--- config.mk ---
export PLATFORM = sky130hd
export DESIGN_NAME = smem_router
export DESIGN_NICKNAME = d
export VERILOG_FILES = /design/src/mem_unit_pkg.sv /design/src/smem_router.sv
export SDC_FILE = /design/constraint.sdc
export NUM_CORES = 1
export LEC_CHECK = 0
export BUFFER_PORTS_ARGS = -buffer_cell sky130_fd_sc_hd__buf_4
export CAP_MARGIN = 20
export CORE_AREA = 2 2 125 127
export DETAILED_ROUTE_END_ITERATION = 8
export DIE_AREA = 0 0 127 129
export SYNTH_ARGS = -nofsm -noshare
export SYNTH_HDL_FRONTEND = slang
export SYNTH_SLANG_ARGS = --single-unit
--- constraint.sdc ---
create_clock -name clk -period 4.08 [get_ports clk]
set_clock_uncertainty 0.15 [all_clocks]
set_input_delay 0.204 -clock clk [delete_from_list [all_inputs] [get_ports clk]]
set_output_delay 0.204 -clock clk [all_outputs]
set_load 0.02 [all_outputs]
--- src/mem_unit_pkg.sv ---
package mem_unit_pkg;

    // Widths, in bits
    localparam int ADDR_BITS    = 30;
    localparam int WORD_BITS    = 32;
    localparam int TAG_BITS     = 4;
    localparam int MEM_TAG_BITS = TAG_BITS + 1;
    localparam int PERF_BITS    = 32;

    // Default scratchpad window, as word addresses
    localparam logic [ADDR_BITS-1:0] SMEM_BASE  = 30'h3F00_0000;
    localparam int                   SMEM_WORDS = 256;

    typedef struct packed {
        logic                 rw;
        logic [ADDR_BITS-1:0] addr;
        logic [WORD_BITS-1:0] data;
        logic [TAG_BITS-1:0]  tag;
    } core_req_t;

    typedef struct packed {
        logic [WORD_BITS-1:0] data;
        logic [TAG_BITS-1:0]  tag;
    } core_rsp_t;

    // Top tag bit names the source, 1 for data
    typedef struct packed {
        logic                    rw;
        logic [ADDR_BITS-1:0]    addr;
        logic [WORD_BITS-1:0]    data;
        logic [MEM_TAG_BITS-1:0] tag;
    } mem_req_t;

    typedef struct packed {
        logic [WORD_BITS-1:0]    data;
        logic [MEM_TAG_BITS-1:0] tag;
    } mem_rsp_t;

    typedef struct packed {
        logic [PERF_BITS-1:0] reads;
        logic [PERF_BITS-1:0] writes;
        logic [PERF_BITS-1:0] stalls;
        logic [PERF_BITS-1:0] latency;
    } perf_t;

endpackage

--- src/smem_router.sv ---
`timescale 1ns/1ps

module smem_router import mem_unit_pkg::*; #(
    parameter logic [ADDR_BITS-1:0] SMEM_BASE  = mem_unit_pkg::SMEM_BASE,
    parameter int                   SMEM_WORDS = mem_unit_pkg::SMEM_WORDS
) (
    input  logic      clk,
    input  logic      reset,

    input  core_req_t in_req,
    input  logic      in_req_valid,
    output logic      in_req_ready,
    output core_rsp_t in_rsp,
    output logic      in_rsp_valid,
    input  logic      in_rsp_ready,

    output core_req_t smem_req,
    output logic      smem_req_valid,
    input  logic      smem_req_ready,
    input  core_rsp_t smem_rsp,
    input  logic      smem_rsp_valid,
    output logic      smem_rsp_ready,

    output core_req_t ext_req,
    output logic      ext_req_valid,
    input  logic      ext_req_ready,
    input  core_rsp_t ext_rsp,
    input  logic      ext_rsp_valid,
    output logic      ext_rsp_ready
);

    logic [ADDR_BITS-1:0] offset;
    logic                 hit;
    logic                 ext_lock;
    logic                 pick_smem;

    // Offset into the window is also the local index
    assign offset = in_req.addr - SMEM_BASE;
    assign hit    = (in_req.addr >= SMEM_BASE) && (offset < ADDR_BITS'(SMEM_WORDS));

    always_comb begin
        smem_req      = in_req;
        smem_req.addr = offset;
    end

    assign smem_req_valid = in_req_valid && hit;
    assign ext_req        = in_req;
    assign ext_req_valid  = in_req_valid && !hit;
    assign in_req_ready   = hit ? smem_req_ready : ext_req_ready;

    // Scratchpad wins, unless an external response is already on show
    assign pick_smem      = smem_rsp_valid && !ext_lock;
    assign in_rsp         = pick_smem ? smem_rsp : ext_rsp;
    assign in_rsp_valid   = smem_rsp_valid || ext_rsp_valid;
    assign smem_rsp_ready = in_rsp_ready && pick_smem;
    assign ext_rsp_ready  = in_rsp_ready && !pick_smem;

    always_ff @(posedge clk) begin
        if (reset) begin
            ext_lock <= 1'b0;
        end else begin
            ext_lock <= ext_rsp_valid && !pick_smem && !in_rsp_ready;
        end
    end

    a_rsp_hold: assert property (@(posedge clk) disable iff (reset)
        in_rsp_valid && !in_rsp_ready |=> in_rsp_valid && $stable(in_rsp));

endmodule

## Yosys cells after proc, flatten, opt, wreduce, memory -nomap -nowiden

Cells that the tools add are included.

- Register bits after elaboration: 1
- Bits in latches: 0
- Bits in writable memories: 0
- ROM bits: 0
- Bits of input ports: 147
- Output and inout port bits: 176
- Word-level logic and storage cells: 19
- Memories kept: 0

- Add/subtract/negate cells: 1
- $mul: 0
- Divide/modulo/power cells: 0
- Order comparisons: 2
- Equality and inequality tests: 0
- Shifts and indexed selects: 0
- Mux-type cells: 2
- Bitwise operators: 0
- Reductions and logical operators: 13

Operator list:

| kind | count |
|---|---|
| $mux W36 | 1 |
| $ge A30 B30 Y1 const B | 1 |
| $lt A30 B9 Y1 const B | 1 |
| $sub A30 B30 Y30 const B | 1 |
| $logic_and A1 B1 Y1 | 8 |
| $logic_not A1 Y1 | 4 |
| $logic_or A1 B1 Y1 | 1 |
| $mux W1 | 1 |

## Depth between registers and ports, before layout

Gate-level depths: netlist (run 1).

- Word-level depth: 5
- Depth in mapped cells: 5
- Depth with buffers taken out: 5

## Worst setup path before layout (run 1)

No wires, ideal clock.

- Path type: input to output
- Start point: input port in_req[57] in the netlist's numbering
- End point: output port in_req_ready
- Data arrival time: 1.329 ns
- Data required time: 3.726 ns
- Setup slack: 2.397 ns
- Stages: 4
- Buffers on the path: 0
- Cell sequence: nor4_1 -> nand4_1 -> a311oi_2 -> mux2_1

- Word-level cells in the longest chain between the ends: 4
- Elaborated cells between the ends (all ways): 5
- Classes of those cells: add/sub: 1; order compare: 2; mux: 1; reduce/logical: 1

Ends and longest elaborated chain:

| item | RTL line | text |
|---|---|---|
| start, declared | smem_router.sv:10 | `input core_req_t in_req,` |
| $sub A30 B30 Y30 | smem_router.sv:38 | `assign offset = in_req.addr - SMEM_BASE;` |
| $lt A30 B9 Y1 | smem_router.sv:39 | `assign hit = (in_req.addr >= SMEM_BASE) && (offset < ADDR_BITS'(SMEM_WORDS));` |
| $logic_and A1 B1 Y1 * | smem_router.sv:39 |  |
| $mux W1 * | smem_router.sv:49 | `assign in_req_ready = hit ? smem_req_ready : ext_req_ready;` |
| end, declared | smem_router.sv:12 | `output logic in_req_ready,` |

Every way passes the cells marked *; elsewhere a longest branch is shown, timed or not.

## Worst setup path in the final report (run 1)

Ends and elaborated chain as after synthesis.

==> out/metrics.csv, run 1 <==
metric;value;unit
run status;finished, final reports clean;
Post-synth ARST share;0;
Rel. slew slack;0.328;
clock-pin slew on the worst setup and hold paths;0;ns
slew of the pin with the lowest slew margin;1.01;ns
FF/Latch Area;20.0;um^2
Critical-path top delay cell;nor4_1;
Final HPWL DP;5950;um
max-cap violation count;0;
Area Overhead vs Synth;41.2;%
commonest cells after routing, fill and taps aside;buf_4 (187), mux2_2 (36), nand3_1 (4);
Slew Limit Fails;0;
CP Capture Type;output port;
dpl ws;1.94;ns
hold buffers post-CTS;0;
drt wl/cell;14.8;um
number of antenna diodes;0;
Clock Latency Late Sink;0;ns
Core Area;15000;um^2
Post-CTS Setup Bufs;0;
max reg flops;1;
final period utilization;0.515;
reg2reg start;ext_lock;
slowest cell delay on critical path;0.39;ns
unrepaired setup endpoints after global routing;false;
hold_sp;reset;
Synth Warn #;0;
setup TNS;0;ns
number of fill cells;1720;
# port buffers;187;
Seq pwr share;0.033;
crit-path cells;buf_4 -> nor4_1 -> nand4_1 -> a311oi_2 -> mux2_1 -> buf_4;
largest net degree at the start of global routing;40;
most common cell after layout, fill and taps aside;buf_4;
setup ws final;1.98;ns
Critical Path Fanout Max;3;
Hold EP;ext_lock;
ratio of cells with drive above 1 in the final layout;0.901;
Initial DRC Count;18;
Post-Route WL;6500;um
GRT Util Overall;0.0650;
max frequency;475;MHz
biggest regs;ext_lock x1;
Starting Density;0.108;
fin area;2280;um^2
Final GP Congestion;0.656;
net count after synthesis;346;
Internal;0.174;mW
first-pass GRT wire length;7900;um
Synth top area share;0.595;
Top cell by count, worst path;buf_4;
Final setup viols;0;
sequential fraction of the synthesis area;0.0124;
Vias/cell;3.24;
reg2reg end;ext_lock;
P_sw;0.140;mW
synthesized area;1610;um^2
synthesized instance count;197;
crit path from;in_req[57];
Syn Area/Cell;8.19;um^2
Post-synth EDFFs;0;
die area;16400;um^2
Largest Register;ext_lock;
CP Launch Type;input pin;
num rows;45;
Pre-antenna DRT Iters;4;
total gr overflow;0;
Top FF cell, synth;dfxtp_1;
Seq cells post-synth;1;
initial antenna violation count;0;
Synth area leaders;buf_4 (60%), mux2_2 (25%), xnor2_1 (1.6%);
hold depth;2;
Clk pwr share;0;
cell count after placement;440;
power share of the combinational group;0.967;
largest delay contributor family on the critical path;simple AND/OR/NAND/NOR gates;
DRC viols;0;
die extent in x;127;um
final hold violations;0;
static leakage;1.12;nW
post-CTS sizing;0;
vias in the first global route;1318;
Die Y-Extent;129;um
worst path arrival time;1.75;ns
unique cell type count in the Yosys netlist;22;
R2R Setup Slk;2.58;ns
Routed Antenna Nets;0;
post-route non-filler standard cell count;440;
FF-to-FF path depth;2;
area of the multi-input gates;617;um^2
Setup Crit Path Kind;in2out;
post-synth top area cell;buf_4;
vias;1427;
I/O pin count;323;
Final Total Pwr;0.314;mW
worst hold path class;in2reg;
Nets;403;
Area after DPL;2280;um^2
power per standard cell area;138;nW/um^2
CP bufs+invs;2;
CP required;3.73;ns
minimum clock period;2.10;ns
switch share;0.445;
peak supply drop;62.8;uV
## per-stage QoR
| stage | utilization | hold WS [ns] |
|---|---|---|
| detailed placement | 0.152 | 0.221 |
| floorplan | - | 0.131 |
| global route | 0.152 | 0.226 |
| global placement | 0.152 | 0.223 |
| CTS | 0.152 | 0.221 |
| finish | 0.152 | 0.221 |
## area by class of cell
type                       count  share of cell area
tap                          188               0.103
inverter                       1             0.00165
sequential                     1             0.00878
timing repair buffer         187               0.616
multi-input combinational     63               0.271
## synth_stat cells, drive strengths merged (2+ instances only)
library cell,instances
ha,2
nor2b,2
nor2,2
nand3,4
and2,2
xnor2,3
nor4,3
buf,132
mux2,37
## layer usage
metal | GRT usage | part of all wire | vias up
li1 | - | - | 626
met1 | 0.0563 | 0.29 | 579
met2 | 0.127 | 0.50 | 182
met3 | 0.0262 | 0.15 | 40
met4 | 0.0343 | 0.057 | 0
met5 | 0 | 0 | -
## power groups by stage
| stage | registers [mW] | clock network (mW) | logic [mW] |
|---|---|---|---|
| finish | 0.0105 | 0 | 0.304 |
| global route | 0.0105 | 0 | 0.321 |
| CTS | 0.0105 | 0 | 0.308 |
| detailed placement | 0.0105 | 0 | 0.307 |
| global placement | 0.0105 | 0 | 0.307 |
| floorplan | 0.0103 | 0 | 0.287 |
## kinds of logic after synthesis
group           count (synthesis)  share of synthesized area
buf+inv                       133                      0.610
mux                            37                      0.258
simple gates                   18                     0.0698
xor+xnor                        4                     0.0217
compound gates                  2                     0.0124
fa+ha+maj                       2                     0.0155
flops                           1                     0.0124
## worst max path at each step
stage	cells past startpoint	end
floorplan	4	in_req_ready
global placement	6	in_req_ready
detailed placement	6	in_req_ready
CTS	6	in_req_ready
global route	6	in_req_ready
finish	6	in_req_ready
Power figures use the tool's default switching activity.
==> inputs of run 2 (changes only) <==
--- a/config.mk
+++ b/config.mk
@@ -7,9 +7,9 @@
 export LEC_CHECK = 0
 export BUFFER_PORTS_ARGS = -buffer_cell sky130_fd_sc_hd__buf_4
 export CAP_MARGIN = 20
-export CORE_AREA = 2 2 125 127
+export CORE_AREA = 2 2 127 129
 export DETAILED_ROUTE_END_ITERATION = 8
-export DIE_AREA = 0 0 127 129
+export DIE_AREA = 0 0 129 131
 export SYNTH_ARGS = -nofsm -noshare
 export SYNTH_HDL_FRONTEND = slang
 export SYNTH_SLANG_ARGS = --single-unit
==> constraint.sdc (replaced) <==
create_clock -name clk -period 1.9 [get_ports clk]
set_clock_uncertainty 0.15 [all_clocks]
set_input_delay 0.095 -clock clk [delete_from_list [all_inputs] [get_ports clk]]
set_output_delay 0.095 -clock clk [all_outputs]
set_load 0.02 [all_outputs]
==> out/metrics.csv, run 2 (synthesized netlist as in run 1, its figures left out) <==
metric;value;unit
run status;finished, final reports clean;
Final HPWL DP;5450;um
die extent in x;129;um
first-pass GRT wire length;7180;um
Routed Antenna Nets;0;
final hold violations;0;
Starting Density;0.103;
CP Launch Type;input pin;
max-cap violation count;0;
largest net degree at the start of global routing;28;
CP bufs+invs;2;
Pre-antenna DRT Iters;2;
power per standard cell area;290;nW/um^2
largest delay contributor family on the critical path;simple AND/OR/NAND/NOR gates;
worst path arrival time;1.51;ns
Post-Route WL;5960;um
max frequency;570;MHz
initial antenna violation count;0;
Top cell by count, worst path;buf_4;
I/O pin count;323;
worst hold path class;in2out;
vias;1426;
max reg flops;1;
hold slack;0.0400;ns
biggest regs;ext_lock x1;
hold buffers post-CTS;0;
Critical-path top delay cell;mux2_1;
dpl ws;0.0100;ns
Critical Path Fanout Max;3;
post-route non-filler standard cell count;471;
Initial DRC Count;12;
final period utilization;0.923;
ratio of cells with drive above 1 in the final layout;0.906;
GRT Util Overall;0.0572;
die area;16900;um^2
peak supply drop;148;uV
Final Util;0.151;
minimum clock period;1.75;ns
CP Capture Type;output port;
Setup Crit Path Kind;in2out;
slew of the pin with the lowest slew margin;0.275;ns
unrepaired setup endpoints after global routing;false;
Vias/cell;3.03;
CP required;1.65;ns
Nets;406;
Clock Latency Late Sink;0;ns
setup TNS;0;ns
slowest cell delay on critical path;0.35;ns
Final GP Congestion;0.670;
total gr overflow;0;
static leakage;1.15;nW
Area after DPL;2340;um^2
Rel. slew slack;0.815;
commonest cells after routing, fill and taps aside;buf_4 (189), mux2_2 (36), nand3_1 (4);
cell count after placement;470;
Final Total Pwr;0.683;mW
setup ws final;0.147;ns
Die Y-Extent;131;um
number of antenna diodes;0;
Slew Limit Fails;0;
Core Area;15600;um^2
drt wl/cell;12.7;um
most common cell after layout, fill and taps aside;buf_4;
num rows;46;
Final setup viols;0;
DRC viols;0;
fin area;2360;um^2
Largest Register;ext_lock;
vias in the first global route;1223;
# port buffers;187;
crit-path cells;buf_4 -> nor4_2 -> nand4_1 -> a311oi_2 -> mux2_1 -> buf_4;
Area Overhead vs Synth;46.0;%
## run 2: changes by cell type in the layout (fill, tap and decap cells not counted)
| cell | delta |
|---|---|
| buf_4 | +2 |
| buf_12 | +1 |
| nor4_1 | -1 |
| nor4_2 | +1 |
## run 2: worst reg2reg max path, cell delays in order, from the launching register on
cell and delay [ns]:
dfxtp_1 0.33, nor2b_4 0.06, buf_12 0.15, nor4b_1 0.24
## run 2: layout make-up
cell class,count,area (um^2)
fillers,1788,13200
inverters,1,3.75
multi-input cells,63,623
flip-flops and latches,1,20.0
well taps,216,270
repair buffers,190,1440
## run 2: path summary, 6_finish.rpt
check	slack, ns	depth (start not counted)	start	end
worst max-delay path	0.15	6	in_req[44]	in_req_ready
worst max register to register	0.87	3	ext_lock	ext_lock
worst min-delay path	0.04	0	in_req[1]	smem_req[1]
worst min register to register	0.60	3	ext_lock	ext_lock
## run 2: what timing repair did
action,CTS,global route
setup buffers,0,1
setup endpoints to repair,1,1
pin swaps,0,1
resized for setup,1,0
## run 2: per-layer routing
layer	vias up	GRT usage	wire length [um]
met3	41	0.0248	948
met5	-	0	0
met4	0	0.0352	377
li1	635	-	-
met1	565	0.0466	1650
met2	185	0.112	2990
## run 2: report_power, final
part           total (mW)  internal [mW]  leakage [nW]  switching, mW
sequential         0.0225         0.0221       0.00814       0.000440
combinational       0.661          0.359          1.14          0.302
clock                   0              0             0              0
total               0.683          0.381          1.15          0.302
