File: src/mem_unit_pkg.sv
package mem_unit_pkg;

    // Widths, in bits
    localparam int ADDR_BITS    = 30;
    localparam int WORD_BITS    = 32;
    localparam int TAG_BITS     = 4;
    localparam int MEM_TAG_BITS = TAG_BITS + 1;
    localparam int PERF_BITS    = 32;

    // Default scratchpad window, as word addresses
    localparam logic [ADDR_BITS-1:0] SMEM_BASE  = 30'h3F00_0000;
    localparam int                   SMEM_WORDS = 256;

    typedef struct packed {
        logic                 rw;
        logic [ADDR_BITS-1:0] addr;
        logic [WORD_BITS-1:0] data;
        logic [TAG_BITS-1:0]  tag;
    } core_req_t;

    typedef struct packed {
        logic [WORD_BITS-1:0] data;
        logic [TAG_BITS-1:0]  tag;
    } core_rsp_t;

    // Top tag bit names the source, 1 for data
    typedef struct packed {
        logic                    rw;
        logic [ADDR_BITS-1:0]    addr;
        logic [WORD_BITS-1:0]    data;
        logic [MEM_TAG_BITS-1:0] tag;
    } mem_req_t;

    typedef struct packed {
        logic [WORD_BITS-1:0]    data;
        logic [MEM_TAG_BITS-1:0] tag;
    } mem_rsp_t;

    typedef struct packed {
        logic [PERF_BITS-1:0] reads;
        logic [PERF_BITS-1:0] writes;
        logic [PERF_BITS-1:0] stalls;
        logic [PERF_BITS-1:0] latency;
    } perf_t;

endpackage

File: src/mem_perf.sv
`timescale 1ns/1ps

module mem_perf import mem_unit_pkg::*; (
    input  logic  clk,
    input  logic  reset,

    input  logic  mem_req_valid,
    input  logic  mem_req_ready,
    input  logic  mem_req_rw,
    input  logic  mem_rsp_valid,
    input  logic  mem_rsp_ready,

    output perf_t perf
);

    logic [PERF_BITS-1:0] outstanding;
    logic                 req_fire;
    logic                 rd_fire;
    logic                 rsp_fire;

    assign req_fire = mem_req_valid && mem_req_ready;
    assign rd_fire  = req_fire && !mem_req_rw;
    assign rsp_fire = mem_rsp_valid && mem_rsp_ready;

    always_ff @(posedge clk) begin
        if (reset) begin
            perf        <= '0;
            outstanding <= '0;
        end else begin
            if (rd_fire) begin
                perf.reads <= perf.reads + PERF_BITS'(1);
            end
            if (req_fire && mem_req_rw) begin
                perf.writes <= perf.writes + PERF_BITS'(1);
            end
            if (mem_req_valid && !mem_req_ready) begin
                perf.stalls <= perf.stalls + PERF_BITS'(1);
            end
            // Reads in flight during this cycle
            perf.latency <= perf.latency + outstanding;
            outstanding  <= outstanding + PERF_BITS'(rd_fire) - PERF_BITS'(rsp_fire);
        end
    end

endmodule

File: config.mk
export PLATFORM = sky130hd
export DESIGN_NAME = mem_perf
export DESIGN_NICKNAME = d
export VERILOG_FILES = /design/src/mem_unit_pkg.sv /design/src/mem_perf.sv
export SDC_FILE = /design/constraint.sdc
export NUM_CORES = 1
export LEC_CHECK = 0
export CORE_ASPECT_RATIO = 1.1
export CORE_UTILIZATION = 55
export CTS_CLUSTER_SIZE = 10
export DETAILED_ROUTE_END_ITERATION = 8
export DONT_BUFFER_PORTS = 1
export PLACE_DENSITY = 0.78
export SLEW_MARGIN = 20
export SYNTH_ARGS = -nofsm -noshare
export SYNTH_HDL_FRONTEND = slang
export SYNTH_SLANG_ARGS = --single-unit
File: constraint.sdc
create_clock -name clk -period 4.4 [get_ports clk]
set_clock_uncertainty 0.2 [all_clocks]
set_input_delay 0.44 -clock clk [delete_from_list [all_inputs] [get_ports clk]]
set_output_delay 0.44 -clock clk [all_outputs]
set_load 0.05 [all_outputs]
Word-level counts from Yosys, hierarchy flattened
Index checks and enable logic that the tools add are counted.
{ "classes": {"n_addsub": 6, "n_mux": 0, "n_div": 0, "n_eq_ne": 0, "magnitude_cmp": 0, "n_reduce_logical": 7, "bitwise_logic": 0, "n_mul": 0, "shift": 0} }
{ "ops": {"columns": ["cell", "n"], "rows": [
  ["32-bit by 1-bit adder with 32-bit output, second input constant", 3],
  ["32-bit by 1-bit adder with 32-bit output", 1],
  ["32-bit adder", 1],
  ["32-bit by 1-bit subtractor with 32-bit output", 1],
  ["1-bit logical AND", 5],
  ["1-bit zero test", 2]
]} }
{ "totals": {"memories": 0, "mem_bits_rw": 0, "romBits": 0, "register_bits": 160, "input_bits": 7, "latch_bits": 0, "word_cells": 18} }

Longest topological paths before layout
Gate-level depths: netlist of run 1.
{ "logic_depth": {"word_depth": 4, "ltp_mapped": 14, "depth_no_buf": 13} }

Least setup slack after synthesis of run 1
OpenSTA, ideal clock, no wires.
{ "synth_path": {"path_kind": "input port to flip-flop", "startpoint": "input mem_req_rw", "endpoint": "register outstanding[28]", "n_path_buf": 1, "path_slack_ns": 0.722, "cell_stages": 14, "arrival_ns": 3.355, "cell_sequence": "and3b_1 > buf_2 > inv_1 > ha_1 > inv_1 > ha_1 > fa_1 > a211o_1 > o211ai_1 > a21oi_1 > a31o_2 > a221o_1 > a221oi_2 > mux2_1"} }
{ "synth_via": {"elab_chain_len": 4} }
{ "synth_rtl": {"columns": ["element", "line_no", "rtl"], "rows": [
  ["start, declared", "mem_perf.sv:9", "input logic mem_req_rw,"],
  ["1-bit zero test", "mem_perf.sv:22", "assign rd_fire = req_fire && !mem_req_rw;"],
  ["1-bit logical AND", "mem_perf.sv:22", null],
  ["32-bit by 1-bit adder with 32-bit output", "mem_perf.sv:41", "outstanding <= outstanding + PERF_BITS'(rd_fire) - PERF_BITS'(rsp_fire);"],
  ["32-bit by 1-bit subtractor with 32-bit output", "mem_perf.sv:41", null],
  ["end signal, assigned", "mem_perf.sv:41", null],
  ["end, declared", "mem_perf.sv:16", "logic [PERF_BITS-1:0] outstanding;"]
]} }
Every way passes these cells.
A chain may end at the register's enable or synchronous reset.

Final worst setup path of run 1
{ "layout_path": {"startpoint": "register perf[0] in the netlist's numbering", "endpoint": "register perf[28] in the netlist's numbering"} }
{ "layout_via": {"elab_chain_len": 1} }
{ "layout_rtl": {"columns": ["element", "line_no", "rtl"], "rows": [
  ["start, declared", "mem_perf.sv:13", "output perf_t perf"],
  ["32-bit adder", "mem_perf.sv:40", "perf.latency <= perf.latency + outstanding;"]
]} }
Every way passes these cells.

==> flow_summary_export.csv, run 1 <==
group,metric,value,unit
setup_path,r2r_cells,9,
route,first_pass_iters,5,
hold_path,hp-start,"reset",
floorplanning,fp.dieW,127,µm
sta,worst_slack,0.967,ns
clocking,cts_root_buf,"clkbuf_16",
global_route,grtUsageMet3,0.0802,
clocking,cts_hold_buf,2,
sta,setup_viol,0,
global_route,grt_pass1_vias,7563,
clocking,cts.sinks,160,
logic_synthesis,synth-edff-count,0,
logic_synthesis,ys_warn_count,0,
logic_synthesis,synth-main-ff-cell,"dfxtp_1",
global_route,grt_busiest_layer,"met2",
sta,period_share,0.780,
global_route,grtUsageTotal,0.248,
final_layout,nFillCells,1443,
setup_path,cp.required,4.51,ns
clocking,post_cts_buffers,0,
global_route,grt_use_met2,0.421,
floorplanning,die_area,17600,µm²
final_layout,register_area,3200,µm²
placed_design,hpwl,15400,µm
logic_synthesis,syn_area,9380,µm²
logic_synthesis,synth_cells,1150,
sta,maxSlewHeadroom,0.521,
setup_path,rr_startpoint,"perf[0]",
floorplanning,coreArea,16500,µm²
floorplanning,die_h,139,µm
final_layout,area_delta_synth_final,7.72,%
clocking,worstSkewPairLatency,0.43,ns
placed_design,preCtsSetupSlack,0.586,ns
setup_path,path_class,"reg -> reg",
setup_path,endpoint_kind,"register",
clocking,cts_resized,0,
logic_synthesis,synth-seq-cells,160,
route,vias,7954,
sta,worst_slew_pin_slew,0.713,ns
logic_synthesis,synth.yosys.seq_area_share,0.341,
logic_synthesis,avgSynthCellArea,8.16,µm²
global_route,grt_max_degree,145,
final_layout,instances_no_fill,1351,
global_route,antenna_found_initial,0,
setup_path,reg2reg_to,"perf[28]",
power_and_ir_drop,power_density,735,nW/µm²
run,drv_cap,0,
placed_design,gp_congestion,0.876,
sta,fmax,291,MHz
sta,period_needed,3.43,ns
floorplanning,start_util,0.569,
sta,worst_hold_slack,0.0392,ns
power_and_ir_drop,vdd_drop_max,0.389,mV
sta,drv_slew,0,
clocking,tritoncts,"built",
power_and_ir_drop,leakagePower,4.04,nW
final_layout,antenna_cells,0,
final_layout,multi_input_area,5820,µm²
logic_synthesis,synth_async_sr_flop_share,0,
logic_synthesis,synth_nets,1225,
route,drcViolationCount,0,
global_route,grt_pass1_wl,35700,µm
global_route,grt-ovfl-total,0,
clocking,htree_levels,4,
sta,report.final.hold_viol_count,0,
setup_path,crit_fanout,4,
hold_path,hp-class,"in -> reg",
final_layout,final_net_count,1209,
floorplanning,rows,49,
global_route,use_met1,0.294,
route,ant_nets,0,
floorplanning,io_pins,135,
hold_path,min_to,"perf[30]",
setup_path,cp.arrival,3.54,ns
clocking,clock_path_buffers,2,
setup_path,start_kind,"register",
clocking,cts_buffers,17,
sta,rsz0062_at_grt,"false",
logic_synthesis,ys_types,72,
outcome,status,"finished, final reports clean",
route,drt_iter0_markers,437,
final_layout,drive_above_1_share,0.0549,
sta,fin_tns_setup,0,ns
placed_design,portBuffers,0,
route,avgViaCountPerCell,5.89,
route,wire_per_inst,15.9,µm
setup_path,ff2ff_setup_slack,0.97,ns
route,drt-total-wl,21500,µm
placed_design,place_inst,1317,
hold_path,whs_path_depth,2,
clocking,clk_pin_slew,0.07,ns
==> cells in the final DEF, fill, tap and decap left out, types with 8 or more instances in the layout <==
cell type,synthesis,layout
nor2_1,174,174
dfxtp_1,160,160
nand2_1,79,79
a21oi_1,75,75
ha_1,66,66
xor2_1,62,62
o21ai_0,55,55
inv_1,51,51
xnor2_1,44,44
nand3_1,42,42
and3_1,30,30
nand4_1,29,29
a21o_1,25,25
or3_1,23,23
nor3_1,21,21
nor2b_1,18,18
clkbuf_16,0,17
a211oi_1,11,11
o21bai_1,11,11
and4_1,10,10
mux2_2,10,10
o21a_1,8,8
==> through the flow <==
stage          power [mW]  cell area [µm²]   util
2_1_floorplan        5.20             9380      -
3_3_place_gp         5.79             9470  0.574
3_5_place_dp         5.86             9470  0.574
4_1_cts              7.43            10100  0.613
5_1_grt              8.00            10100  0.613
6_report             7.42            10100  0.613
==> synthesized netlist by cell type (4+ instances only) <==
| master | n | share of area |
|---|---|---|
| nand3_1 | 42 | 0.022 |
| a21oi_1 | 75 | 0.040 |
| and4_1 | 10 | 0.0093 |
| nor3b_1 | 6 | 0.0048 |
| xnor2_1 | 44 | 0.041 |
| nor3_1 | 21 | 0.011 |
| nand2b_1 | 7 | 0.0047 |
| nor2b_1 | 18 | 0.012 |
| a31oi_1 | 7 | 0.0047 |
| inv_1 | 51 | 0.020 |
| buf_2 | 4 | 0.0021 |
| o21a_1 | 8 | 0.0064 |
| dfxtp_1 | 160 | 0.34 |
| or3_1 | 23 | 0.015 |
| o211ai_1 | 7 | 0.0056 |
| nand4_1 | 29 | 0.019 |
| a41oi_1 | 4 | 0.0037 |
| o21ai_0 | 55 | 0.029 |
| nand2_1 | 79 | 0.032 |
| nor4_1 | 4 | 0.0027 |
| clkbuf_1 | 27 | 0.011 |
| o21bai_1 | 11 | 0.0088 |
| xor2_1 | 62 | 0.058 |
| o31ai_1 | 5 | 0.0040 |
| nor2_1 | 174 | 0.070 |
| ha_1 | 66 | 0.088 |
| mux2_2 | 10 | 0.012 |
| a211oi_1 | 11 | 0.0088 |
| a221o_1 | 4 | 0.0043 |
| and3_1 | 30 | 0.020 |
| and2_1 | 6 | 0.0040 |
| a21o_1 | 25 | 0.020 |
==> how the worst max path moves through the flow <==
stage / depth (start not counted) / slack (ns) / from / end
floorplan: 14 / 0.72 / mem_req_rw / outstanding[28]
global placement: 13 / 0.62 / mem_req_rw / outstanding[28]
detailed placement: 13 / 0.59 / mem_req_rw / outstanding[28]
CTS: 9 / 1.02 / perf[0] / perf[28]
global route: 9 / 0.76 / perf[0] / perf[28]
finish: 9 / 0.97 / perf[0] / perf[28]
==> routing by layer <==
| metal | routed length, µm | part of all wire | vias up |
|---|---|---|---|
| li1 | - | - | 4025 |
| met1 | 9370 | 0.44 | 3702 |
| met2 | 10300 | 0.48 | 195 |
| met3 | 1460 | 0.068 | 32 |
| met4 | 381 | 0.018 | 0 |
| met5 | 0 | 0 | - |
==> logic make-up (layout without fill, tap and decap cells) <==
| kind of cell | count (synthesis) | in the layout | share of synthesized area |
|---|---|---|---|
| mux | 16 | 16 | 0.0188 |
| buf+inv | 89 | 86 | 0.0385 |
| compound gates | 241 | 241 | 0.164 |
| simple gates | 470 | 470 | 0.245 |
| flops | 160 | 160 | 0.341 |
| fa+ha+maj | 68 | 68 | 0.0923 |
| xor+xnor | 106 | 106 | 0.0990 |
==> critical path: stages, from the launching register on <==
cell      delay [ns]
dfxtp_1         0.48
ha_1            0.33
fa_1            0.44
a211oi_1        0.41
o21ai_0         0.15
or3b_4          0.28
a211oi_1        0.08
nor3_1          0.50
nor3_1          0.10
or3b_1          0.35
==> final cells by class <==
| class | instances | area share |
|---|---|---|
| Sequential cell | 160 | 0.317 |
| Multi-Input combinational cell | 901 | 0.576 |
| Tap cell | 204 | 0.0253 |
| Clock inverter | 15 | 0.0167 |
| Inverter | 51 | 0.0189 |
| Timing Repair Buffer | 3 | 0.00446 |
| Clock buffer | 17 | 0.0421 |
==> flip-flops by register name, indices dropped and copies added (netlist names) <==
register	cells
perf	128
outstanding	32
==> power by group <==
part | internal [mW] | switching, mW | total [mW]
combinational | 1.53 | 2.10 | 3.63
sequential | 1.70 | 0.605 | 2.30
clock | 0.812 | 0.679 | 1.49
total | 4.04 | 3.38 | 7.42
(Power assumes the default switching activity.)
==> run 2, diff against run 1 <==
ABC_AREA = 1   (was default)
PLACE_DENSITY = 0.81   (was 0.78)
clock period = 2.9 ns   (was 4.4 ns; I/O delays follow)
==> flow_summary_export.csv, run 2 <==
group,metric,value,unit
sta,setup_viol,0,
setup_path,start_kind,"register",
sta,period_share,0.900,
final_layout,layout_common_cells,"nand2_1 (686), inv_1 (347), nor2_1 (265)",
logic_synthesis,yosys.area.top_type,"dfxtp_1",
setup_path,crit_fanout,5,
final_layout,nFillCells,1949,
setup_path,cp_common_cell,"nand2_1",
clocking,clock_path_buffers,2,
clocking,cts_resized,0,
final_layout,top_regs,"perf x128, outstanding x32",
sta,fmax,383,MHz
setup_path,endpoint_kind,"register",
global_route,grt-ovfl-total,0,
route,vias,12500,
clocking,post_cts_buffers,0,
logic_synthesis,synth_commonest_cells,"nand2_1 (686), inv_1 (347), nor2_1 (265)",
global_route,antenna_found_initial,0,
floorplanning,rows,55,
power_and_ir_drop,power_density,931,nW/µm²
logic_synthesis,yosysTopAreaCellShare,0.276,
route,wire_per_inst,13.2,µm
final_layout,instances_no_fill,2371,
setup_path,slowest_delay,0.71,ns
logic_synthesis,synth_async_sr_flop_share,0,
sta,drv_slew,0,
setup_path,cp.arrival,2.74,ns
setup_path,path_cells,"nand2_1 > nor2_1 > nand2_1 > nor2_1 > nand2_1 > nand2_1 > nand2_1 > nand2_1 > a21oi_1 > dlygate4sd3_1",
final_layout,utilization,0.640,
logic_synthesis,yosysMostFrequentCell,"nand2_1",
placed_design,gp_congestion,0.966,
global_route,grt_pass1_vias,11800,
final_layout,final_common_cell,"nand2_1",
placed_design,hpwl,24500,µm
power_and_ir_drop,leakagePower,6.65,nW
route,drt-met1-wl,13100,µm
setup_path,cp.required,3.03,ns
global_route,grtUsageTotal,0.298,
global_route,grt_max_degree,54,
run,drv_cap,0,
route,first_pass_iters,6,
route,highest_layer,"met4",
setup_path,rr_startpoint,"perf[49]",
placed_design,place_inst,2334,
sta,maxSlewHeadroom,0.560,
clocking,clk_pin_slew,0.07,ns
logic_synthesis,synth-edff-count,0,
setup_path,r2r_cells,10,
sta,rsz0062_at_grt,"false",
final_layout,antenna_cells,0,
clocking,tritoncts,"built",
hold_path,whs_path_depth,3,
logic_synthesis,synth_cells,1997,
logic_synthesis,synth-main-ff-cell,"dfxtp_1",
clocking,worstSkewPairLatency,0.44,ns
final_layout,largest-register,"perf",
sta,period_needed,2.61,ns
logic_synthesis,synth-seq-cells,160,
route,wl_met2,15200,µm
hold_path,hp-start,"mem_req_ready",
route,drt_iter0_markers,779,
setup_path,reg2reg_to,"perf[63]",
setup_path,ff2ff_setup_slack,0.29,ns
floorplanning,fp.dieW,141,µm
floorplanning,die_area,21700,µm²
logic_synthesis,yosys-top-cells-area,"dfxtp_1 (28%), nand2_1 (22%), inv_1 (11%), nor2_1 (8.6%), ha_1 (7.1%)",
placed_design,portBuffers,0,
hold_path,hp-class,"in -> reg",
logic_synthesis,avgSynthCellArea,5.82,µm²
floorplanning,io_pins,135,
route,wl_met3,1820,µm
floorplanning,die_h,154,µm
sta,report.final.hold_viol_count,0,
logic_synthesis,synth_nets,2072,
clocking,cts_buffers,17,
floorplanning,coreArea,20600,µm²
setup_path,path_class,"reg -> reg",
clocking,cts.sinks,160,
final_layout,largest_reg_flops,128,
route,avgViaCountPerCell,5.27,
setup_path,critPathSlowestCell,"dfxtp_1",
logic_synthesis,ys_warn_count,0,
clocking,htree_levels,4,
final_layout,final_net_count,2178,
sta,worst_slew_pin_slew,0.660,ns
global_route,grt_pass1_wl,52800,µm
logic_synthesis,syn_area,11600,µm²
route,drcViolationCount,0,
route,drt-total-wl,31400,µm
clocking,cts_root_buf,"clkbuf_16",
outcome,status,"finished, final reports clean",
final_layout,area_delta_synth_final,13.8,%
floorplanning,start_util,0.563,
power_and_ir_drop,vdd_drop_max,0.499,mV
sta,fin_tns_setup,0,ns
logic_synthesis,ys_types,40,
route,ant_nets,0,
logic_synthesis,synth.yosys.seq_area_share,0.276,
power_and_ir_drop,power,12.3,mW
hold_path,min_to,"perf[96]",
final_layout,drive_above_1_share,0.0790,
run 2: cell types whose count changed after synthesis, sizes merged, moves of 49 or more:
cell / before / now
nand2: 80 / 693
inv: 51 / 349
nor2: 175 / 281
a21oi: 76 / 135
nand3: 42 / 101
xor2: 62 / 13
run 2: what timing repair did:
action,in CTS,in global routing
endpoints found under the setup margin,0,0
hold endpoints to repair,54,0
hold buffers,6,0
run 2: final cells by class:
class / count / area (µm²) / area share
flip-flops and latches: 160 / 3200 / 0.242
clock buffers: 18 / 429 / 0.0325
clock inverters: 13 / 103 / 0.00776
multi-input cells: 1467 / 7010 / 0.531
inverters: 350 / 1320 / 0.0995
repair buffers: 107 / 836 / 0.0632
well taps: 256 / 320 / 0.0242
run 2: critical path, delay by kind of cell, from the launching register on:
kind / cells / cell delay (ns)
buffers and inverters: 1 / 0.56
AO/OA/AOI/OAI: 1 / 0.06
AND/OR/NAND/NOR: 8 / 0.99
flip-flops: 1 / 0.71
run 2: power breakdown:
part | leakage [nW] | internal (mW) | switching [mW] | total, mW
sequential | 1.31 | 2.58 | 0.372 | 2.96
clock | 0.255 | 1.11 | 1.00 | 2.11
combinational | 5.09 | 2.32 | 4.92 | 7.24
run 2: worst max-delay path by stage:
| stage | from | to | slack [ns] | cells past startpoint |
|---|---|---|---|---|
| 2_1_floorplan | mem_req_rw | outstanding[16] | 0.49 | 13 |
| 3_3_place_gp | mem_req_rw | outstanding[28] | 0.32 | 14 |
| 3_5_place_dp | mem_req_rw | outstanding[16] | 0.25 | 13 |
| 6_report | perf[49] | perf[63] | 0.29 | 10 |
| 5_1_grt | perf[49] | perf[63] | 0.09 | 10 |
| 4_1_cts | perf[49] | perf[63] | 0.32 | 10 |
run 2: routing by layer:
layer / vias to the layer above / GRT usage
li1: 6423 / -
met1: 5559 / 0.336
met2: 394 / 0.538
met3: 112 / 0.0551
met4: 0 / 0.148
met5: - / 0
run 2: kinds of logic (layout without fill, tap and decap cells):
family | after synthesis | count (layout) | synth area share
fa+ha+maj | 68 | 68 | 0.0746
simple gates | 1167 | 1167 | 0.418
xor+xnor | 16 | 16 | 0.0121
flops | 160 | 160 | 0.276
buf+inv | 370 | 488 | 0.120
compound gates | 216 | 216 | 0.0994
run 2: metrics by stage:
step | cell area (µm²) | hold slack, ns | setup WS (ns)
floorplan | 11600 | 0.281 | 0.488
global placement | 12600 | 0.167 | 0.320
detailed placement | 12600 | 0.170 | 0.254
CTS | 13200 | 0.0359 | 0.318
global route | 13200 | 0.0418 | 0.0862
finish | 13200 | 0.0552 | 0.290
