**src/mem_unit_pkg.sv**
```systemverilog
package mem_unit_pkg;

    // Widths, in bits
    localparam int ADDR_BITS    = 30;
    localparam int WORD_BITS    = 32;
    localparam int TAG_BITS     = 4;
    localparam int MEM_TAG_BITS = TAG_BITS + 1;
    localparam int PERF_BITS    = 32;

    // Default scratchpad window, as word addresses
    localparam logic [ADDR_BITS-1:0] SMEM_BASE  = 30'h3F00_0000;
    localparam int                   SMEM_WORDS = 256;

    typedef struct packed {
        logic                 rw;
        logic [ADDR_BITS-1:0] addr;
        logic [WORD_BITS-1:0] data;
        logic [TAG_BITS-1:0]  tag;
    } core_req_t;

    typedef struct packed {
        logic [WORD_BITS-1:0] data;
        logic [TAG_BITS-1:0]  tag;
    } core_rsp_t;

    // Top tag bit names the source, 1 for data
    typedef struct packed {
        logic                    rw;
        logic [ADDR_BITS-1:0]    addr;
        logic [WORD_BITS-1:0]    data;
        logic [MEM_TAG_BITS-1:0] tag;
    } mem_req_t;

    typedef struct packed {
        logic [WORD_BITS-1:0]    data;
        logic [MEM_TAG_BITS-1:0] tag;
    } mem_rsp_t;

    typedef struct packed {
        logic [PERF_BITS-1:0] reads;
        logic [PERF_BITS-1:0] writes;
        logic [PERF_BITS-1:0] stalls;
        logic [PERF_BITS-1:0] latency;
    } perf_t;

endpackage

```
**src/mem_arb.sv**
```systemverilog
`timescale 1ns/1ps

module mem_arb import mem_unit_pkg::*; (
    input  logic      clk,
    input  logic      reset,

    input  core_req_t fetch_req,
    input  logic      fetch_req_valid,
    output logic      fetch_req_ready,
    output core_rsp_t fetch_rsp,
    output logic      fetch_rsp_valid,
    input  logic      fetch_rsp_ready,

    input  core_req_t data_req,
    input  logic      data_req_valid,
    output logic      data_req_ready,
    output core_rsp_t data_rsp,
    output logic      data_rsp_valid,
    input  logic      data_rsp_ready,

    output mem_req_t  mem_req,
    output logic      mem_req_valid,
    input  logic      mem_req_ready,
    input  mem_rsp_t  mem_rsp,
    input  logic      mem_rsp_valid,
    output logic      mem_rsp_ready
);

    logic prio;         // 1 gives data the first claim
    logic hold;
    logic hold_data;
    logic grant_data;
    logic rsp_src;

    // A stalled grant stays put so the request payload holds
    always_comb begin
        if (hold) begin
            grant_data = hold_data;
        end else if (data_req_valid && fetch_req_valid) begin
            grant_data = prio;
        end else begin
            grant_data = data_req_valid;
        end
    end

    always_comb begin
        if (grant_data) begin
            mem_req.rw   = data_req.rw;
            mem_req.addr = data_req.addr;
            mem_req.data = data_req.data;
            mem_req.tag  = {1'b1, data_req.tag};
        end else begin
            mem_req.rw   = 1'b0;
            mem_req.addr = fetch_req.addr;
            mem_req.data = fetch_req.data;
            mem_req.tag  = {1'b0, fetch_req.tag};
        end
    end

    assign mem_req_valid   = fetch_req_valid || data_req_valid;
    assign data_req_ready  = mem_req_ready && grant_data;
    assign fetch_req_ready = mem_req_ready && !grant_data && fetch_req_valid;

    always_ff @(posedge clk) begin
        if (reset) begin
            prio      <= 1'b0;
            hold      <= 1'b0;
            hold_data <= 1'b0;
        end else begin
            if (mem_req_valid && mem_req_ready) begin
                prio <= !grant_data;
            end
            hold      <= mem_req_valid && !mem_req_ready;
            hold_data <= grant_data;
        end
    end

    // Source bit steers the response and is dropped on the way back
    assign rsp_src         = mem_rsp.tag[MEM_TAG_BITS-1];
    assign data_rsp.data   = mem_rsp.data;
    assign data_rsp.tag    = mem_rsp.tag[TAG_BITS-1:0];
    assign fetch_rsp.data  = mem_rsp.data;
    assign fetch_rsp.tag   = mem_rsp.tag[TAG_BITS-1:0];
    assign data_rsp_valid  = mem_rsp_valid && rsp_src;
    assign fetch_rsp_valid = mem_rsp_valid && !rsp_src;
    assign mem_rsp_ready   = rsp_src ? data_rsp_ready : fetch_rsp_ready;

    // One ready at most, and only to a source that is still asking
    a_one_grant: assert property (@(posedge clk) disable iff (reset)
        $onehot0({fetch_req_ready, data_req_ready}) && (!data_req_ready || data_req_valid));

endmodule

```
**config.mk**
```make
export PLATFORM = sky130hd
export DESIGN_NAME = mem_arb
export DESIGN_NICKNAME = d
export VERILOG_FILES = /design/src/mem_unit_pkg.sv /design/src/mem_arb.sv
export SDC_FILE = /design/constraint.sdc
export NUM_CORES = 1
export LEC_CHECK = 0
export ABC_AREA = 1
export ABC_CLOCK_PERIOD_IN_PS = 1650
export BUFFER_PORTS_ARGS = -buffer_cell sky130_fd_sc_hd__buf_2
export CELL_PAD_IN_SITES_DETAIL_PLACEMENT = 0
export CELL_PAD_IN_SITES_GLOBAL_PLACEMENT = 1
export CORE_AREA = 2 2 127 129
export CTS_CLUSTER_SIZE = 14
export DETAILED_ROUTE_END_ITERATION = 16
export DIE_AREA = 0 0 129 131
export HOLD_SLACK_MARGIN = 0.03
export PLACE_DENSITY = 0.81
export REMOVE_ABC_BUFFERS = 1
export SLEW_MARGIN = 20
export SYNTH_ARGS = -nofsm -noshare
export SYNTH_HDL_FRONTEND = slang
export SYNTH_SLANG_ARGS = --single-unit
```
**constraint.sdc**
```tcl
create_clock -name clk -period 1.65 [get_ports clk]
set_input_delay 0.165 -clock clk [delete_from_list [all_inputs] [get_ports clk]]
set_output_delay 0.165 -clock clk [all_outputs]
set_load 0.01 [all_outputs]
```
Word level (Yosys, flattened, before mapping)
Index checks and enable logic that the tools add are counted.
{"block": "op_classes", "n_mux": 4, "n_reduce_logical": 12}
{"op": "$mux 68", "count": 1}
{"op": "$logic_and 1x1->1", "count": 8}
{"op": "$logic_not 1->1", "count": 3}
{"op": "$mux 1", "count": 3}
{"op": "$logic_or 1x1->1", "count": 1}
{"block": "totals", "in_bits": 179, "output_inout_bits": 146, "ff_bits": 3}

Logic depth before layout (Yosys ltp)
Gate-level depths: netlist (run 1).
{"block": "depth", "word_depth": 6, "mapped_depth": 9, "ltp_nobuf": 7}

Worst setup path after synthesis (run 1)
OpenSTA, ideal clock, no wires.
{"block": "synth_timing", "path_type": "reg-to-output", "start": "register hold", "end": "output port mem_req[38] in the netlist's numbering", "required_time_ps": 1485, "path_buffers": 2, "t_arrival_ps": 989, "stages_incl_launch_ff": 8, "path_slack_ps": 496, "path_cell_list": "dfxtp_1 nor2_1 nand2_1 nand2_2 buf_4 buf_4 nand2_1 nand2_1"}
{"item": "from (decl)", "line_no": "mem_arb.sv:30", "source": "logic hold;"}
{"item": "from (signal assigned)", "line_no": "mem_arb.sv:73", "source": "hold <= mem_req_valid && !mem_req_ready;"}
{"item": "to (decl)", "line_no": "mem_arb.sv:21", "source": "output mem_req_t mem_req,"}

==> out/metrics.cfg, run 1 <==
[cts]
cts_made_buffers = 3
tritoncts = yes
clkTransAtPathRegs_ns = 0.03
htreeDepth = 1
clock_latency_ns = 0.22
cts.sinks = 3
cts_buffer_depth = 2
cts_hold_buf = 0
cts_root_buffer = clkbuf_16

[global_route]
antenna_found_initial = 0
grt-ovfl-total = 0
grt_pass1_vias = 1813
grt_max_degree = 36
grt_pass1_wl_um = 10700
grt_use_total = 0.0890

[critical_path]
criticalPathCategory = flip-flop to output pin
critPathSlowestCell = dfxtp_1
reg2reg_to = hold_data
end_kind = output pin
cp-start-kind = flip-flop
path_cells = nor2_1, nand2_2, nand2_8, inv_8, clkbuf_16, nand2_1, nand2_1, buf_2
crit_path_max_incr_delay_ns = 0.30
reg2reg_slack_ns = 0.59
r2r_start = prio
worst-path-max-fanout = 17
cp_common_cell = nand2_1
worstPathRequired_ns = 1.48
r2r_cells = 7
arrival_ns = 1.40

[hold_path]
worst_hold_path.endpoint = hold_data
holdCritPathClass = primary input to flip-flop
min_path_cells = 2
hp-start = reset

[sta]
skew_ns = 0.000345
finalHoldWorstSlack_ns = 0.136
relSlewSlack = 0.864
drv_slew = 0
setup_tns_ns = 0
worst_pin_slew_ns = 0.203
layout_min_cycle_time_ns = 1.56
fmax_ghz = 0.641
rsz0062_at_grt = true
timing.final.crit_share = 0.946
finalSetupViolCount = 0
hold_viol = 0

[pwr]
p_sw_frac = 0.389
power_density_nw_per_um2 = 504
power.internal_mw = 0.782
p_leak_nw = 1.68
ir_drop_mv = 0.349
power_frac_seq = 0.062
switchingPower_mw = 0.497
clock_power_share = 0.301
combPwrFrac = 0.637
total_power_mw = 1.28

[die]
die_y_um = 131
num_io_pins = 325
start_util = 0.100
fp.dieW_um = 129
die_area_sq_um = 16900
rows = 46
core_sq_um = 15600

[final_layout]
drive_gt1_frac = 0.503
synthToLayoutAreaGrowth_pct = 62.3
final_nets = 637
layout_commonest_cell = buf_2
antenna_cells = 0
fillers = 1849
final_cell_count_no_fill = 673
final_cell_mix = 215 x buf_2, 205 x nand2_1, 8 x inv_1, 8 x nor2_1, 6 x clkbuf_16

[logic_synthesis]
yosysWarnings = 0
yosys_register_bits = 3
synth_cells = 317
ys_seq_area_frac = 0.0384
avgSynthCellArea_sq_um = 4.93
yosysUniqueCellTypes = 12
synthesis.area_sq_um = 1560

[route]
antenna_left = 0
drt-initial-drc-count = 92
routed_wirelength_um = 9350
via_per_inst = 3.52
vias = 2367
detail_route.wl_per_cell_um = 13.9
drc = 0
firstDrtPassIters = 4

[placement]
port_buffers = 215
routabilityCongestion = 0.761
hpwl_um = 7340
placed_cells = 665

[run_status]
status = finished, final reports clean

[run]
maxCapViolations = 0

[cells in the mapped netlist]
cell / count / area [sq um]
buf_2: 9 / 45.0
a21oi_1: 1 / 5.00
nor3_1: 1 / 5.00
buf_4: 76 / 571
nand2_2: 1 / 6.26
inv_1: 8 / 30.0
dfxtp_1: 3 / 60.1
mux2_2: 1 / 11.3
nor2_1: 8 / 30.0
inv_2: 1 / 3.75
buf_6: 2 / 22.5
nand2_1: 206 / 773
[per-layer routing]
layer | vias to the layer above | part of all wire | track usage
li1 | 1141 | - | -
met1 | 962 | 0.38 | 0.0960
met2 | 248 | 0.38 | 0.106
met3 | 12 | 0.22 | 0.0998
met4 | 4 | 0.0079 | 0.0205
met5 | - | 0.017 | 0.0794
[through the flow]
| step | util | setup WS (ns) | instance area [sq um] |
|---|---|---|---|
| after floorplan | - | -0.492 | 925 |
| after global placement | 0.150 | 0.201 | 2340 |
| after detailed placement | 0.150 | 0.198 | 2340 |
| after CTS | 0.155 | 0.0453 | 2420 |
| after global routing | 0.163 | -0.0114 | 2540 |
| final | 0.163 | 0.0899 | 2540 |
[worst max-delay path by stage]
stage	startpoint	endpoint	slack, ns	cells after the start
after floorplan	prio	mem_req[0]	-0.49	7
after global placement	hold	mem_req[25]	0.20	7
after detailed placement	hold	mem_req[17]	0.20	7
after CTS	prio	mem_req[55]	0.05	9
after global routing	prio	mem_req[64]	-0.01	9
final	hold	mem_req[19]	0.09	8
[sequential cells by signal, indices dropped and copies added, names as in the netlist]
| signal | count |
|---|---|
| hold | 1 |
| hold_data | 1 |
| prio | 1 |
[cell families after synthesis]
kind of cell    after synthesis  share of synthesized area
compound gates                1                    0.00320
simple gates                216                      0.521
buf+inv                      96                      0.430
flops                         3                     0.0384
mux                           1                    0.00721
[worst max-delay path, delay by kind of cell, from the launching register on]
kind                   cells  cell delay (ns)
and+or+nand+nor            5             0.47
buffers and inverters      3             0.37
DFF                        1             0.30
[cell type report]
cell class / count / area, sq um / share of cell area
well taps: 216 / 270 / 0.107
repair buffers: 223 / 1240 / 0.488
clock buffers: 4 / 78.8 / 0.0311
inverters: 9 / 41.3 / 0.0163
flip-flops and latches: 3 / 60.1 / 0.0237
multi-input cells: 218 / 847 / 0.334
[what timing repair did]
action	CTS	global route
resized for setup	1	8
setup buffers	0	1
gates cloned	0	3
pin swaps	0	2
setup endpoints to repair	20	66
[power by group through the flow]
| stage | combinational (mW) | clock, mW | sequential (mW) |
|---|---|---|---|
| 2_1_floorplan | 0.334 | 0 | 0.0800 |
| 3_3_place_gp | 0.757 | 0 | 0.0801 |
| 3_5_place_dp | 0.755 | 0 | 0.0803 |
| 4_1_cts | 0.760 | 0.391 | 0.0795 |
| 5_1_grt | 0.908 | 0.396 | 0.0800 |
| 6_report | 0.815 | 0.385 | 0.0794 |
Note: power is estimated with default switching activity, not from simulation.
==> run 2: changes to the inputs <==
Settings changed: PLACE_DENSITY 0.81 to not set, PLACE_DENSITY_LB_ADDON set to 0.12.
==> run 2 against run 1 <==
  * Final cell count grew 0.59%
  * Sequential cell count is the same
  * Critical path type unchanged
  * Largest power group unchanged
  * Maximum frequency is essentially flat
  * Clock power shrank 1%
  * Combinational power grew 8.1%
  * Worst setup slack is essentially flat
  * Power grew 4.9%
  * Routed wire length grew 14%
  * First-iteration DRC count shrank 14%
  * Die area is the same
  * Non-clock buffer count grew 4
  * Critical path depth grew 1
==> out/metrics.cfg, run 2 (synthesis results as in run 1) <==
[final_layout]
seqCellArea_sq_um = 60.1
reg.largest.list = hold x1, hold_data x1, prio x1
final_cell_count_no_fill = 677
fillers = 1852
drive_gt1_frac = 0.514
final_nets = 641
synthToLayoutAreaGrowth_pct = 70.0
layout_commonest_cell = buf_2
final_cell_mix = 215 x buf_2, 204 x nand2_1, 9 x clkbuf_16, 7 x inv_1, 7 x nor2_1
antenna_cells = 0
multi_input_area_sq_um = 852

[critical_path]
cp-start-kind = flip-flop
cp_common_cell = nand2_1
path_cells = inv_2, nand2_1, nand2_2, nand2_8, inv_16, clkbuf_16, nand2_1, nand2_1, buf_2
criticalPathCategory = flip-flop to output pin
reg2reg_to = hold_data
worst-path-max-fanout = 11
r2r_start = prio
r2r_cells = 7
end_kind = output pin
worstPathRequired_ns = 1.48
critPathSlowestCell = dfxtp_1
reg2reg_slack_ns = 0.56
crit_path_max_incr_delay_ns = 0.30
arrival_ns = 1.40

[route]
wl_met2_um = 4260
drt-initial-drc-count = 79
drc = 0
wl_met3_um = 2020
routed_wirelength_um = 10700
firstDrtPassIters = 4
via_per_inst = 3.44
top_layer = met5
detail_route.wl_per_cell_um = 15.7
vias = 2326
routedLengthMet1_um = 4240
antenna_left = 0

[cts]
htreeDepth = 1
cts.sinks = 3
clock_latency_ns = 0.22
cts_buffer_depth = 2
post-cts-setup-buffers = 0
clkTransAtPathRegs_ns = 0.03
cts_made_buffers = 3
cts_root_buffer = clkbuf_16
tritoncts = yes

[sta]
worst_pin_slew_ns = 0.216
finalSetupViolCount = 0
layout_min_cycle_time_ns = 1.56
rsz0062_at_grt = true
hold_viol = 0
relSlewSlack = 0.856
drv_slew = 0
timing.final.crit_share = 0.945
skew_ns = 0.00248
fmax_ghz = 0.641
fin_ws_ns = 0.0899

[placement]
port_buffers = 215
routabilityCongestion = 0.712
placed_cells = 665
dpl_worst_slack_ns = 0.195
hpwl_um = 7930

[die]
die_y_um = 131
num_io_pins = 325
core_sq_um = 15600
start_util = 0.100
die_area_sq_um = 16900
fp.dieW_um = 129
rows = 46

[hold_path]
holdCritPathClass = primary input to flip-flop
hp-start = reset
min_path_cells = 2
worst_hold_path.endpoint = hold_data

[global_route]
grt_use_total = 0.100
grt_pass1_wl_um = 12200
grt_pass1_vias = 2021
grt-ovfl-total = 0
grt_max_degree = 41
antenna_found_initial = 0

[run_status]
status = finished, final reports clean

[pwr]
p_leak_nw = 1.73
power_density_nw_per_um2 = 505
ir_drop_mv = 0.297

[run]
maxCapViolations = 0

run 2: cell count changes in the layout (fill, tap and decap cells not counted):
cell,before,now
buf_16,0,1
buf_4,1,0
buf_6,0,1
clkbuf_16,6,9
inv_1,8,7
inv_16,0,1
inv_2,0,1
inv_8,1,0
nand2_1,205,204
nand2_2,1,2
nor2_1,8,7
nor2_2,0,1
run 2: worst max-delay path: cells and delay by family, from the launching register on:
kind	cells	cell delay, ns
flops	1	0.30
simple gates	5	0.39
buf+inv	4	0.48
run 2: metrics by stage:
step | hold WS (ns) | setup TNS [ns] | instance area, sq um | total power [mW] | utilization
floorplan | 0.237 | -33.76 | 925 | 0.414 | -
global placement | 0.330 | 0 | 2350 | 0.864 | 0.151
detailed placement | 0.330 | 0 | 2350 | 0.855 | 0.151
CTS | 0.148 | 0 | 2460 | 1.27 | 0.158
global route | 0.163 | -0.0161 | 2660 | 1.47 | 0.170
finish | 0.149 | 0 | 2660 | 1.34 | 0.170
run 2: worst max path at each step:
stage / from / to / slack (ns)
3_3_place_gp: prio / mem_req[11] / 0.18
3_5_place_dp: prio / mem_req[11] / 0.19
5_1_grt: prio / mem_req[0] / -0.007
6_report: prio / mem_req[21] / 0.09
2_1_floorplan: prio / mem_req[0] / -0.49
4_1_cts: prio / mem_req[11] / 0.003
run 2: final cells by class:
cell class	instances	area share
multi-input cells	218	0.321
flip-flops and latches	3	0.0226
well taps	216	0.102
inverters	9	0.0188
repair buffers	227	0.506
clock buffers	4	0.0297
run 2: report_power, final:
group / switching [mW] / leakage [nW] / internal (mW)
Sequential: 0.00205 / 0.0248 / 0.0780
Clock: 0.0618 / 0.0382 / 0.318
Combinational: 0.455 / 1.67 / 0.427
Total: 0.519 / 1.73 / 0.823
run 2: routing by layer:
layer  vias to the layer above  GRT usage
met2                       220      0.135
met4                         4    0.00639
met3                         6      0.106
li1                       1154          -
met5                         -     0.0647
met1                       942      0.108
run 2: repair_timing:
action | 4_1_cts | 5_1_grt
hold buffers | 0 | 0
setup endpoints to repair | 24 | 67
pin swaps | 0 | 2
resized for setup | 2 | 11
cloned | 1 | 7
==> run 3: changes to the inputs <==
Settings changed: CELL_PAD_IN_SITES_DETAIL_PLACEMENT 0 to not set, CELL_PAD_IN_SITES_GLOBAL_PLACEMENT 1 to not set, CORE_AREA 2 2 127 129 to 2 2 126 128, DIE_AREA 0 0 129 131 to 0 0 128 130.
==> run 3 against run 2 <==
  * Critical path depth is the same
  * Clock skew fell by 0.0014 ns
  * Via count rose by 4.2%
  * Final cell count down 3.0%
  * First-iteration DRC count increased by 20%
  * Design area increased by 0.89%
  * Clock power hardly changed
  * Sequential cell count did not move
  * Power is 1.4% higher
  * Sequential share of layout area grew 0.073 points
  * Largest power group unchanged
  * Highest routed layer unchanged
==> out/metrics.cfg, run 3 (synthesis results as in run 1) <==
[sta]
skew_ns = 0.00108
fmax_ghz = 0.618
layout_min_cycle_time_ns = 1.62
drv_slew = 0
finalSetupViolCount = 0
setup_tns_ns = 0
hold_viol = 0
rsz0062_at_grt = true
worst_pin_slew_ns = 0.140
fin_ws_ns = 0.0312
relSlewSlack = 0.906
timing.final.crit_share = 0.981

[hold_path]
min_path_cells = 2
hp-start = reset
worst_hold_path.endpoint = hold_data
holdCritPathClass = primary input to flip-flop

[final_layout]
synthToLayoutAreaGrowth_pct = 71.5
post-route-util = 0.174
reg.largest.list = hold x1, hold_data x1, prio x1
drive_gt1_frac = 0.555
final_nets = 645
design_area_sq_um = 2680
antenna_cells = 0
fillers = 1812
final_cell_count_no_fill = 657
final_cell_mix = 215 x buf_2, 189 x nand2_1, 17 x nand2_2, 8 x clkbuf_16
layout_commonest_cell = buf_2

[cts]
cts_hold_buf = 0
cts_made_buffers = 3
cts.sinks = 3
tritoncts = yes
cts_buffer_depth = 2
cts_root_buffer = clkbuf_16
htreeDepth = 1
clkTransAtPathRegs_ns = 0.03
clock_latency_ns = 0.22

[route]
via_per_inst = 3.69
detail_route.wl_per_cell_um = 16.0
vias = 2424
drt-initial-drc-count = 95
drc = 0
firstDrtPassIters = 4
routed_wirelength_um = 10500
antenna_left = 0

[die]
core_sq_um = 15400
rows = 46
start_util = 0.101
num_io_pins = 325
fp.dieW_um = 128
die_area_sq_um = 16600
die_y_um = 130

[critical_path]
path_buf_inv = 4
reg2reg_slack_ns = 0.39
r2r_start = hold
cp_common_cell = nand2_2
worst-path-max-fanout = 8
worstPathRequired_ns = 1.48
criticalPathCategory = flip-flop to output pin
arrival_ns = 1.45
r2r_cells = 8
cp-start-kind = flip-flop
crit_family = buffers and inverters
reg2reg_to = hold_data
critPathSlowestCell = dfxtp_2
crit_path_max_incr_delay_ns = 0.31
path_cells = nor2_2, nand2_2, nand2_4, clkinv_8, clkbuf_16, buf_12, nand2_2, nand2_1, buf_2
end_kind = output pin

[pwr]
ir_drop_mv = 0.226
p_leak_nw = 1.75
power_density_nw_per_um2 = 508

[placement]
placed_cells = 641
port_buffers = 215
routabilityCongestion = 0.757
placed_cell_area_sq_um = 2310
dpl_worst_slack_ns = 0.196
hpwl_um = 7910

[global_route]
antenna_found_initial = 0
grt_use_total = 0.0975
grt_pass1_vias = 1986
grt_max_degree = 36
grt_pass1_wl_um = 11900
grt-ovfl-total = 0

[run_status]
status = finished, final reports clean

[run]
maxCapViolations = 0

==> run 3: cell types whose count changed in the layout (fill, tap and decap cells not counted), moves of 2 or more <==
cell / previous run / this run
dfxtp_2: 0 / 2
nand2_2: 2 / 17
buf_4: 0 / 4
buf_12: 4 / 7
nand2_1: 204 / 189
dfxtp_1: 3 / 1
==> run 3: layout make-up <==
class	count	area, sq um	share of cell area
Timing Repair Buffer	231	1370	0.512
Sequential cell	3	62.6	0.0233
Tap cell	192	240	0.0896
Multi-Input combinational cell	218	881	0.329
Clock buffer	4	78.8	0.0294
Inverter	9	46.3	0.0173
==> run 3: through the flow <==
stage               hold WS [ns]  total power [mW]
floorplan                  0.237             0.414
global placement           0.330             0.848
detailed placement         0.330             0.840
CTS                        0.145              1.24
global route               0.154              1.48
finish                     0.144              1.36
==> run 3: how the worst max path moves through the flow <==
stage,depth (start not counted),startpoint,endpoint
2_1_floorplan,7,prio,mem_req[0]
3_3_place_gp,7,hold,mem_req[55]
3_5_place_dp,7,hold,mem_req[55]
4_1_cts,9,prio,mem_req[13]
5_1_grt,9,hold,mem_req[66]
6_report,9,hold,mem_req[44]
==> run 3: what timing repair did <==
item	4_1_cts	5_1_grt
gates cloned	0	5
setup buffers	0	7
setup endpoints to repair	32	66
pin swaps	0	3
gates resized for setup	1	32
==> run 3: report_power, final <==
group          leakage (nW)  switching (mW)  internal [mW]  total [mW]
Combinational          1.68           0.458          0.440       0.898
Clock                0.0382          0.0636          0.319       0.382
Sequential           0.0254         0.00218         0.0787      0.0808
Total                  1.75           0.524          0.838        1.36
==> run 3: layer usage <==
metal | share of wire | track usage | vias up
met5 | 0.016 | 0.0794 | -
met4 | 0.0030 | 0.00970 | 4
met3 | 0.20 | 0.109 | 8
met2 | 0.39 | 0.120 | 245
met1 | 0.39 | 0.108 | 1011
li1 | - | - | 1156
